### src/l2_cfg_pkg.sv
package l2_cfg_pkg;

    // Cache geometry
    localparam int L2_SETS        = 16;
    localparam int L2_SET_BITS    = 4;
    localparam int L2_WAYS        = 4;
    localparam int L2_WAY_BITS    = 2;
    localparam int OFFSET_BITS    = 4;                            // Byte offset in a line
    localparam int ADDR_BITS      = 16;
    localparam int LINE_ADDR_BITS = ADDR_BITS - OFFSET_BITS;      // 12
    localparam int L2_TAG_BITS    = LINE_ADDR_BITS - L2_SET_BITS; // 8

    typedef logic [L2_SET_BITS-1:0]    l2_set_t;
    typedef logic [L2_WAY_BITS-1:0]    l2_way_t;
    typedef logic [L2_TAG_BITS-1:0]    l2_tag_t;
    typedef logic [LINE_ADDR_BITS-1:0] line_addr_t;
    typedef logic [OFFSET_BITS-1:0]    offset_t;

    typedef struct packed {
        l2_tag_t tag;
        l2_set_t set;
        offset_t offset;
    } addr_fields_t;

    typedef struct packed {
        line_addr_t line_addr;
        offset_t    offset;
    } addr_line_t;

    // Same address word, cache index view or line view
    typedef union packed {
        addr_fields_t f;
        addr_line_t   l;
    } addr_u;

endpackage

### src/l2_coh_pkg.sv
package l2_coh_pkg;

    // Stable MESI-style line states
    typedef enum logic [1:0] {
        INVALID   = 2'b00,
        SHARED    = 2'b01,
        EXCLUSIVE = 2'b10,
        MODIFIED  = 2'b11
    } state_t;

    // Requests from the CPU side
    typedef enum logic [1:0] {
        READ        = 2'b00,
        READ_ATOMIC = 2'b01,
        WRITE       = 2'b10
    } cpu_msg_t;

    // Coherence requests to the next level
    typedef enum logic [1:0] {
        REQ_S = 2'b00,
        REQ_E = 2'b01,
        REQ_M = 2'b10
    } coh_msg_t;

endpackage

### src/l2_array_if.sv
`timescale 1ns/100ps

interface l2_array_if import l2_cfg_pkg::*; ();

    l2_set_t    set;
    logic       wr_en;
    l2_way_t    wr_way;       // Also addresses the way tag read
    logic [1:0] wr_state;
    l2_tag_t    wr_tag;
    l2_tag_t    lookup_tag;

    logic       hit;
    l2_way_t    hit_way;
    logic [1:0] hit_state;
    logic       empty_found;
    l2_way_t    empty_way;
    l2_tag_t    way_tag;      // Tag held at set / wr_way

    modport ctrl (
        output set, wr_en, wr_way, wr_state, wr_tag, lookup_tag,
        input  hit, hit_way, hit_state, empty_found, empty_way, way_tag
    );

    modport store (
        input  set, wr_en, wr_way, wr_state, wr_tag, lookup_tag,
        output hit, hit_way, hit_state, empty_found, empty_way, way_tag
    );

endinterface

### src/l2_tag_store.sv
`timescale 1ns/100ps

module l2_tag_store
    import l2_cfg_pkg::*;
    import l2_coh_pkg::*;
(
    input logic       clk,
    input logic       rst,
    l2_array_if.store arr_o
);

    state_t  states [L2_SETS][L2_WAYS];
    l2_tag_t tags   [L2_SETS][L2_WAYS];

    // ======================================================================
    // Write port
    // ======================================================================
    always_ff @(posedge clk or negedge rst) begin
        if (!rst) begin
            for (int s = 0; s < L2_SETS; s++) begin
                for (int w = 0; w < L2_WAYS; w++) begin
                    states[s][w] <= INVALID;
                end
            end
        end else if (arr_o.wr_en) begin
            if (arr_o.wr_state == INVALID) begin
                for (int w = 0; w < L2_WAYS; w++) begin
                    states[arr_o.set][w] <= INVALID; // Sweep clears whole set
                end
            end else begin
                states[arr_o.set][arr_o.wr_way] <= state_t'(arr_o.wr_state);
            end
        end
    end

    always_ff @(posedge clk) begin
        if (arr_o.wr_en) begin
            tags[arr_o.set][arr_o.wr_way] <= arr_o.wr_tag;
        end
    end

    // ======================================================================
    // Lookup
    // ======================================================================
    always_comb begin
        arr_o.hit         = 1'b0;
        arr_o.hit_way     = '0;
        arr_o.hit_state   = INVALID;
        arr_o.empty_found = 1'b0;
        arr_o.empty_way   = '0;
        for (int w = 0; w < L2_WAYS; w++) begin
            if (states[arr_o.set][w] != INVALID && tags[arr_o.set][w] == arr_o.lookup_tag) begin
                arr_o.hit       = 1'b1;
                arr_o.hit_way   = L2_WAY_BITS'(w);
                arr_o.hit_state = states[arr_o.set][w];
            end
        end
        for (int w = L2_WAYS - 1; w >= 0; w--) begin
            if (states[arr_o.set][w] == INVALID) begin
                arr_o.empty_found = 1'b1;
                arr_o.empty_way   = L2_WAY_BITS'(w); // Lowest one wins
            end
        end
    end

    assign arr_o.way_tag = tags[arr_o.set][arr_o.wr_way];

endmodule

### src/l2_sweep_counter.sv
`timescale 1ns/100ps

module l2_sweep_counter
    import l2_cfg_pkg::*;
(
    input  logic    clk,
    input  logic    rst,
    input  logic    sweep_en_i,
    input  logic    victim_adv_i,
    output l2_set_t sweep_set_o,
    output logic    sweep_last_o,
    output l2_way_t victim_way_o
);

    l2_set_t sweep_set;
    l2_way_t victim_way;

    always_ff @(posedge clk or negedge rst) begin
        if (!rst) begin
            sweep_set <= '0;
        end else if (sweep_en_i) begin
            sweep_set <= sweep_set + 1'b1;
        end
    end

    // Global round-robin victim
    always_ff @(posedge clk or negedge rst) begin
        if (!rst) begin
            victim_way <= '0;
        end else if (victim_adv_i) begin
            if (victim_way == L2_WAY_BITS'(L2_WAYS - 1)) begin
                victim_way <= '0;
            end else begin
                victim_way <= victim_way + 1'b1;
            end
        end
    end

    assign sweep_set_o  = sweep_set;
    assign sweep_last_o = (sweep_set == L2_SET_BITS'(L2_SETS - 1));
    assign victim_way_o = victim_way;

endmodule

### src/l2_ctrl_fsm.sv
`timescale 1ns/100ps

module l2_ctrl_fsm
    import l2_cfg_pkg::*;
    import l2_coh_pkg::*;
(
    input  logic       clk,
    input  logic       rst,
    l2_array_if.ctrl   arr_i,
    input  l2_set_t    sweep_set_i,
    input  logic       sweep_last_i,
    input  l2_way_t    victim_way_i,
    output logic       sweep_en_o,
    output logic       victim_adv_o,
    input  logic       cpu_req_valid_i,
    input  cpu_msg_t   cpu_req_msg_i,
    input  addr_u      cpu_req_addr_i,
    output logic       cpu_req_ready_o,
    input  logic       rd_rsp_ready_i,
    output logic       rd_rsp_valid_o,
    output line_addr_t rd_rsp_addr_o,
    input  logic       req_out_ready_i,
    output logic       req_out_valid_o,
    output coh_msg_t   req_out_msg_o,
    output line_addr_t req_out_addr_o,
    input  logic       inval_ready_i,
    output logic       inval_valid_o,
    output line_addr_t inval_addr_o
);

    typedef enum logic [3:0] {
        RESET, DECODE, TAG_LOOKUP, READ_EM, READ_HIT,
        UPGRADE_S, WRITE_EM, EMPTY_WAY, EVICT
    } fsm_state_t;

    fsm_state_t state, next_state;
    cpu_msg_t   req_msg_q;
    addr_u      req_addr_q;
    l2_way_t    way_q;
    l2_tag_t    victim_tag_q;
    logic [1:0] ready_bits;     // [0] inval done, [1] req_out done
    state_t     hit_st;
    logic       hit_em;
    logic       evict_done;
    logic       action_done;
    state_t     fill_state;
    coh_msg_t   fill_msg;

    always_ff @(posedge clk or negedge rst) begin
        if (!rst) begin
            state <= RESET;
        end else begin
            state <= next_state;
        end
    end

    always_ff @(posedge clk) begin
        if (cpu_req_valid_i && cpu_req_ready_o) begin
            req_msg_q  <= cpu_req_msg_i;
            req_addr_q <= cpu_req_addr_i;
        end
        if (state == TAG_LOOKUP) begin
            if (arr_i.hit) begin
                way_q <= arr_i.hit_way;
            end else if (arr_i.empty_found) begin
                way_q <= arr_i.empty_way;
            end else begin
                way_q <= victim_way_i;
            end
            victim_tag_q <= arr_i.way_tag;
        end
    end

    always_ff @(posedge clk or negedge rst) begin
        if (!rst) begin
            ready_bits <= '0;
        end else if (state == DECODE) begin
            ready_bits <= '0;
        end else if (state == EVICT) begin
            if (inval_valid_o && inval_ready_i) begin
                ready_bits[0] <= 1'b1;
            end
            if (req_out_valid_o && req_out_ready_i) begin
                ready_bits[1] <= 1'b1;
            end
        end
    end

    // ======================================================================
    // Classification and sequencing
    // ======================================================================
    assign hit_st     = state_t'(arr_i.hit_state);
    assign hit_em     = (hit_st == EXCLUSIVE) || (hit_st == MODIFIED);
    assign evict_done = (ready_bits[0] || inval_ready_i) && (ready_bits[1] || req_out_ready_i);

    always_comb begin
        case (req_msg_q)
            READ_ATOMIC: begin
                fill_state = EXCLUSIVE;
                fill_msg   = REQ_E;
            end
            WRITE: begin
                fill_state = MODIFIED;
                fill_msg   = REQ_M;
            end
            default: begin
                fill_state = SHARED;
                fill_msg   = REQ_S;
            end
        endcase
    end

    always_comb begin
        next_state = state;
        case (state)
            RESET: begin
                if (sweep_last_i) begin
                    next_state = DECODE;
                end
            end
            DECODE: begin
                if (cpu_req_valid_i) begin
                    next_state = TAG_LOOKUP;
                end
            end
            TAG_LOOKUP: begin
                if (arr_i.hit) begin
                    if (req_msg_q == READ) begin
                        next_state = READ_HIT;
                    end else if (hit_em) begin
                        next_state = (req_msg_q == READ_ATOMIC) ? READ_EM : WRITE_EM;
                    end else begin
                        next_state = UPGRADE_S;
                    end
                end else if (arr_i.empty_found) begin
                    next_state = EMPTY_WAY;
                end else begin
                    next_state = EVICT;
                end
            end
            READ_HIT, READ_EM: begin
                if (rd_rsp_ready_i) begin
                    next_state = DECODE;
                end
            end
            UPGRADE_S, EMPTY_WAY: begin
                if (req_out_ready_i) begin
                    next_state = DECODE;
                end
            end
            WRITE_EM: begin
                next_state = DECODE;
            end
            EVICT: begin
                if (evict_done) begin
                    next_state = DECODE;
                end
            end
            default: begin
                next_state = RESET;
            end
        endcase
    end

    // Array written as the action completes
    assign action_done = (state == READ_EM && rd_rsp_ready_i)
                      || (state == UPGRADE_S && req_out_ready_i)
                      || (state == WRITE_EM)
                      || (state == EMPTY_WAY && req_out_ready_i)
                      || (state == EVICT && evict_done);

    // ======================================================================
    // Array and port drive
    // ======================================================================
    assign arr_i.set        = (state == RESET) ? sweep_set_i : req_addr_q.f.set;
    assign arr_i.lookup_tag = req_addr_q.f.tag;
    assign arr_i.wr_tag     = req_addr_q.f.tag;
    assign arr_i.wr_way     = (state == TAG_LOOKUP) ? victim_way_i : way_q;
    assign arr_i.wr_en      = (state == RESET) || action_done;

    always_comb begin
        if (state == RESET) begin
            arr_i.wr_state = INVALID;
        end else if (state == EMPTY_WAY || state == EVICT) begin
            arr_i.wr_state = fill_state;
        end else begin
            arr_i.wr_state = MODIFIED; // Hit upgrades end in M
        end
    end

    assign sweep_en_o      = (state == RESET);
    assign victim_adv_o    = (state == EVICT) && evict_done;
    assign cpu_req_ready_o = (state == DECODE);

    assign rd_rsp_valid_o  = (state == READ_HIT) || (state == READ_EM);
    assign req_out_valid_o = (state == UPGRADE_S) || (state == EMPTY_WAY)
                          || (state == EVICT && !ready_bits[1]);
    assign inval_valid_o   = (state == EVICT) && !ready_bits[0];

    assign rd_rsp_addr_o  = req_addr_q.l.line_addr;
    assign req_out_addr_o = req_addr_q.l.line_addr;
    assign req_out_msg_o  = (state == UPGRADE_S) ? REQ_M : fill_msg;
    assign inval_addr_o   = {victim_tag_q, req_addr_q.f.set};

endmodule

### src/l2_ctrl_top.sv
`timescale 1ns/100ps

module l2_ctrl_top
    import l2_cfg_pkg::*;
    import l2_coh_pkg::*;
(
    input  logic       clk,
    input  logic       rst,
    input  logic       cpu_req_valid_i,
    input  cpu_msg_t   cpu_req_msg_i,
    input  addr_u      cpu_req_addr_i,
    output logic       cpu_req_ready_o,
    output logic       rd_rsp_valid_o,
    output line_addr_t rd_rsp_addr_o,
    input  logic       rd_rsp_ready_i,
    output logic       req_out_valid_o,
    output coh_msg_t   req_out_msg_o,
    output line_addr_t req_out_addr_o,
    input  logic       req_out_ready_i,
    output logic       inval_valid_o,
    output line_addr_t inval_addr_o,
    input  logic       inval_ready_i
);

    logic    sweep_en;
    logic    victim_adv;
    l2_set_t sweep_set;
    logic    sweep_last;
    l2_way_t victim_way;

    l2_array_if arr_if_i ();

    l2_tag_store store_i (
        .clk   (clk),
        .rst   (rst),
        .arr_o (arr_if_i.store)
    );

    l2_sweep_counter counter_i (
        .clk          (clk),
        .rst          (rst),
        .sweep_en_i   (sweep_en),
        .victim_adv_i (victim_adv),
        .sweep_set_o  (sweep_set),
        .sweep_last_o (sweep_last),
        .victim_way_o (victim_way)
    );

    l2_ctrl_fsm fsm_i (
        .clk             (clk),
        .rst             (rst),
        .arr_i           (arr_if_i.ctrl),
        .sweep_set_i     (sweep_set),
        .sweep_last_i    (sweep_last),
        .victim_way_i    (victim_way),
        .sweep_en_o      (sweep_en),
        .victim_adv_o    (victim_adv),
        .cpu_req_valid_i (cpu_req_valid_i),
        .cpu_req_msg_i   (cpu_req_msg_i),
        .cpu_req_addr_i  (cpu_req_addr_i),
        .cpu_req_ready_o (cpu_req_ready_o),
        .rd_rsp_ready_i  (rd_rsp_ready_i),
        .rd_rsp_valid_o  (rd_rsp_valid_o),
        .rd_rsp_addr_o   (rd_rsp_addr_o),
        .req_out_ready_i (req_out_ready_i),
        .req_out_valid_o (req_out_valid_o),
        .req_out_msg_o   (req_out_msg_o),
        .req_out_addr_o  (req_out_addr_o),
        .inval_ready_i   (inval_ready_i),
        .inval_valid_o   (inval_valid_o),
        .inval_addr_o    (inval_addr_o)
    );

endmodule

### config.mk
export PLATFORM = sky130hd
export DESIGN_NAME = l2_ctrl_top
export DESIGN_NICKNAME = d
export VERILOG_FILES = /design/src/l2_cfg_pkg.sv /design/src/l2_coh_pkg.sv /design/src/l2_array_if.sv /design/src/l2_tag_store.sv /design/src/l2_sweep_counter.sv /design/src/l2_ctrl_fsm.sv /design/src/l2_ctrl_top.sv
export SDC_FILE = /design/constraint.sdc
export NUM_CORES = 1
export LEC_CHECK = 0
export BUFFER_PORTS_ARGS = -buffer_cell sky130_fd_sc_hd__buf_4
export CORE_AREA = 3 3 223 225
export DETAILED_ROUTE_END_ITERATION = 6
export DIE_AREA = 0 0 226 228
export PLACE_DENSITY = 0.76
export SETUP_SLACK_MARGIN = 0.05
export SLEW_MARGIN = 10
export SYNTH_ARGS = -nofsm -noshare
export SYNTH_HDL_FRONTEND = slang
export SYNTH_HIERARCHICAL = 1
export SYNTH_SLANG_ARGS = --single-unit
### constraint.sdc
create_clock -name clk -period 8.6 [get_ports clk]
set_clock_uncertainty 0.05 [all_clocks]
set_input_delay 2.15 -clock clk [delete_from_list [all_inputs] [get_ports clk]]
set_output_delay 2.15 -clock clk [all_outputs]
set_load 0.05 [all_outputs]
==> metrics.yaml <==
run_status:
  status: "finished, violations left"
  violations: "DRC"
sta:
  postLayoutSetupSlackWorst_ns: 2.634
  fmax_mhz: 167.6
  finalSetupTns_ns: 0
  drv_slew: 0
  post-route-period-util: 0.6937
  holdWs_ns: 0.4442
  finalSetupViolCount: 0
  worst_pin_slew_ns: 1.438
  min_period_ns: 5.966
  hold_viol: 0
  relSlewSlack: 0.03365
  rsz0062_at_grt: "no"
synthesis:
  syn_avg_cell_area_um2: 17.16
  synthCells: 1669
  syn-cell-area_mm2: 0.02864
  syn_nets: 1698
  yosysWarnings: 6
routing:
  vias: 16307
  vias_per_cell: 6.913
  wl_per_cell_um: 29.53
  drc: 24
  ant_nets: 0
  postRouteWirelength_mm: 69.66
  drt_pass1_iterations: 7
  drt_iter0_drc: 2785
floorplan:
  die_w_um: 226
  core_mm2: 0.04775
  initial_utilization: 0.5998
  die_area_mm2: 0.05153
  die_y_um: 228
  rows: 80
  pin_count: 66
clocking:
  cts_buffer_depth: 3
  cts_tree: "built"
  post_cts_buffers: 0
  cts_resized: 0
  clk_pin_slew_worst_paths_ns: 0.06
  ctsRootBufferMaster: "clkbuf_16"
  hold_buffers: 0
  h-tree-depth: 3
  clkSinkCount: 676
  worstSkewPairLatency_ns: 0.61
  cts-buffers-inserted: 68
worst_setup_path:
  rr_endpoint: "fsm_i/state[1]"
  r2r_cells: 16
  cp.arrival_ns: 6.40
  cp_cell_sequence: "nor4_2, buf_4, mux2_2, buf_4, nor2_2, a22oi_1, o2111ai_1, o311a_1, nand4_1, or4_4, nand2_1, or3b_1, nor2b_1, o21ai_0, nand2b_1, mux2_4"
  path_class: "reg2reg"
  crit_buf_inv: 2
  slowest_delay_ns: 0.88
  start_kind: "flop"
  r2r_setup_slack_ns: 2.63
  reg2reg_from: "fsm_i/state[1]"
  crit_path_end: "fsm_i/state[1]"
  worst_path_max_delay_cell: "nor2_2"
  cp_data_required_time_ns: 9.04
  cp_num_cells: 16
  worst_path_most_repeated_cell: "buf_4"
  cp_max_fo: 21
  cp-end-kind: "flop"
  crit_family: "simple AND/OR/NAND/NOR gates"
  cp-startpoint: "fsm_i/state[1]"
power_and_ir_drop:
  power_density_mw_per_mm2: 353.2
  p_comb_frac: 0.358
  swShare: 0.3462
  p_leak_nw: 11.10
  power_mw: 11.16
  pwr-share-seq: 0.376
  p_int_mw: 7.298
  vdd_drop_max_v: 0.0002763
  p_sw_mw: 3.864
  power_frac_clock: 0.266
layout:
  final_common_cell: "edfxtp_1"
  drive_above_1_share: 0.2070
  antenna_cells: 0
  area_delta_synth_final_pct: 10.33
  nFillCells: 3098
  fin_nets: 1722
  final_cell_mix: "edfxtp_1 (536), mux4_2 (154), dfrtp_1 (140)"
grt:
  grt_pass1_wl_mm: 103.9
  grt_pass1_vias: 16018
  grt_overflow: 0
  antenna_found_initial: 1
  grt_max_degree: 103
  grt_usage: 0.2741
flow_run:
  cap_viol_max_count: 0
placement:
  portBuffers: 61
  hpwl_mm: 42.09
  dp_slack_ns: 2.829
  gp_congestion: 0.9809
min_path:
  hold_depth: 1
  holdCritPathClass: "reg2reg"
## state kept, by name, indices dropped and copies added (netlist names)
register and cells:
store_i/tags 512, fsm_i/ready_bits 2, fsm_i/req_addr_q 12, counter_i/sweep_set_o 4
fsm_i/victim_tag_q 8, fsm_i/req_msg_q 2, store_i/states 128, fsm_i/way_q 2
counter_i/victim_way_o 2, fsm_i/state 4
## through the flow
step,utilization,instance area (um2),std cells
after floorplan,-,28640,1669
after global placement,0.6151,29370,2238
after detailed placement,0.6151,29370,2238
after CTS,0.6618,31600,2359
after global routing,0.6618,31600,2359
final,0.6618,31600,2359
## final cells by class
class,instances,area [um2],area share
Clock buffer,85,1892,0.05987
Clock inverter,36,340.3,0.01077
Inverter,14,52.55,0.001663
Multi-Input combinational cell,848,8254,0.2612
Sequential cell,676,19600,0.6202
Tap cell,615,769.5,0.02435
Timing Repair Buffer,85,691.9,0.02190
## how the worst min path moves through the flow
| stage | start | end | slack, ns |
|---|---|---|---|
| final | store_i/states[113] | store_i/states[113] | 0.44 |
| after global routing | store_i/states[113] | store_i/states[113] | 0.46 |
| after CTS | store_i/states[113] | store_i/states[113] | 0.45 |
| after detailed placement | store_i/states[113] | store_i/states[113] | 0.43 |
| after global placement | counter_i/sweep_set_o[3] | counter_i/sweep_set_o[3] | 0.42 |
| after floorplan | counter_i/sweep_set_o[3] | counter_i/sweep_set_o[3] | 0.40 |
## routing by layer
layer  global-route usage  share of wire  vias to the layer above
met4               0.1065          0.041                        2
met5                    0        0.00011                        -
met3              0.06634           0.11                      189
met2               0.3987           0.46                     1031
met1               0.4077           0.40                     8428
li1                     -              -                     6657
## power groups by stage
| stage | sequential [mW] | clock (mW) | combinational (mW) |
|---|---|---|---|
| final | 4.19 | 2.97 | 4.00 |
| after floorplan | 4.21 | 0 | 2.83 |
| after global routing | 4.22 | 3.16 | 4.17 |
| after CTS | 4.18 | 3.01 | 3.92 |
| after global placement | 4.22 | 0 | 3.84 |
| after detailed placement | 4.24 | 0 | 3.90 |
## worst register-to-register path: cells and delay by family, from the launching register on
family,cells,cell delay [ns]
AND/OR/NAND/NOR,8,2.68
buffers and inverters,2,0.57
multiplexers,2,0.85
flip-flops,1,0.56
AO/OA/AOI/OAI,4,1.15
No activity file was read; power rests on OpenSTA's default activity.
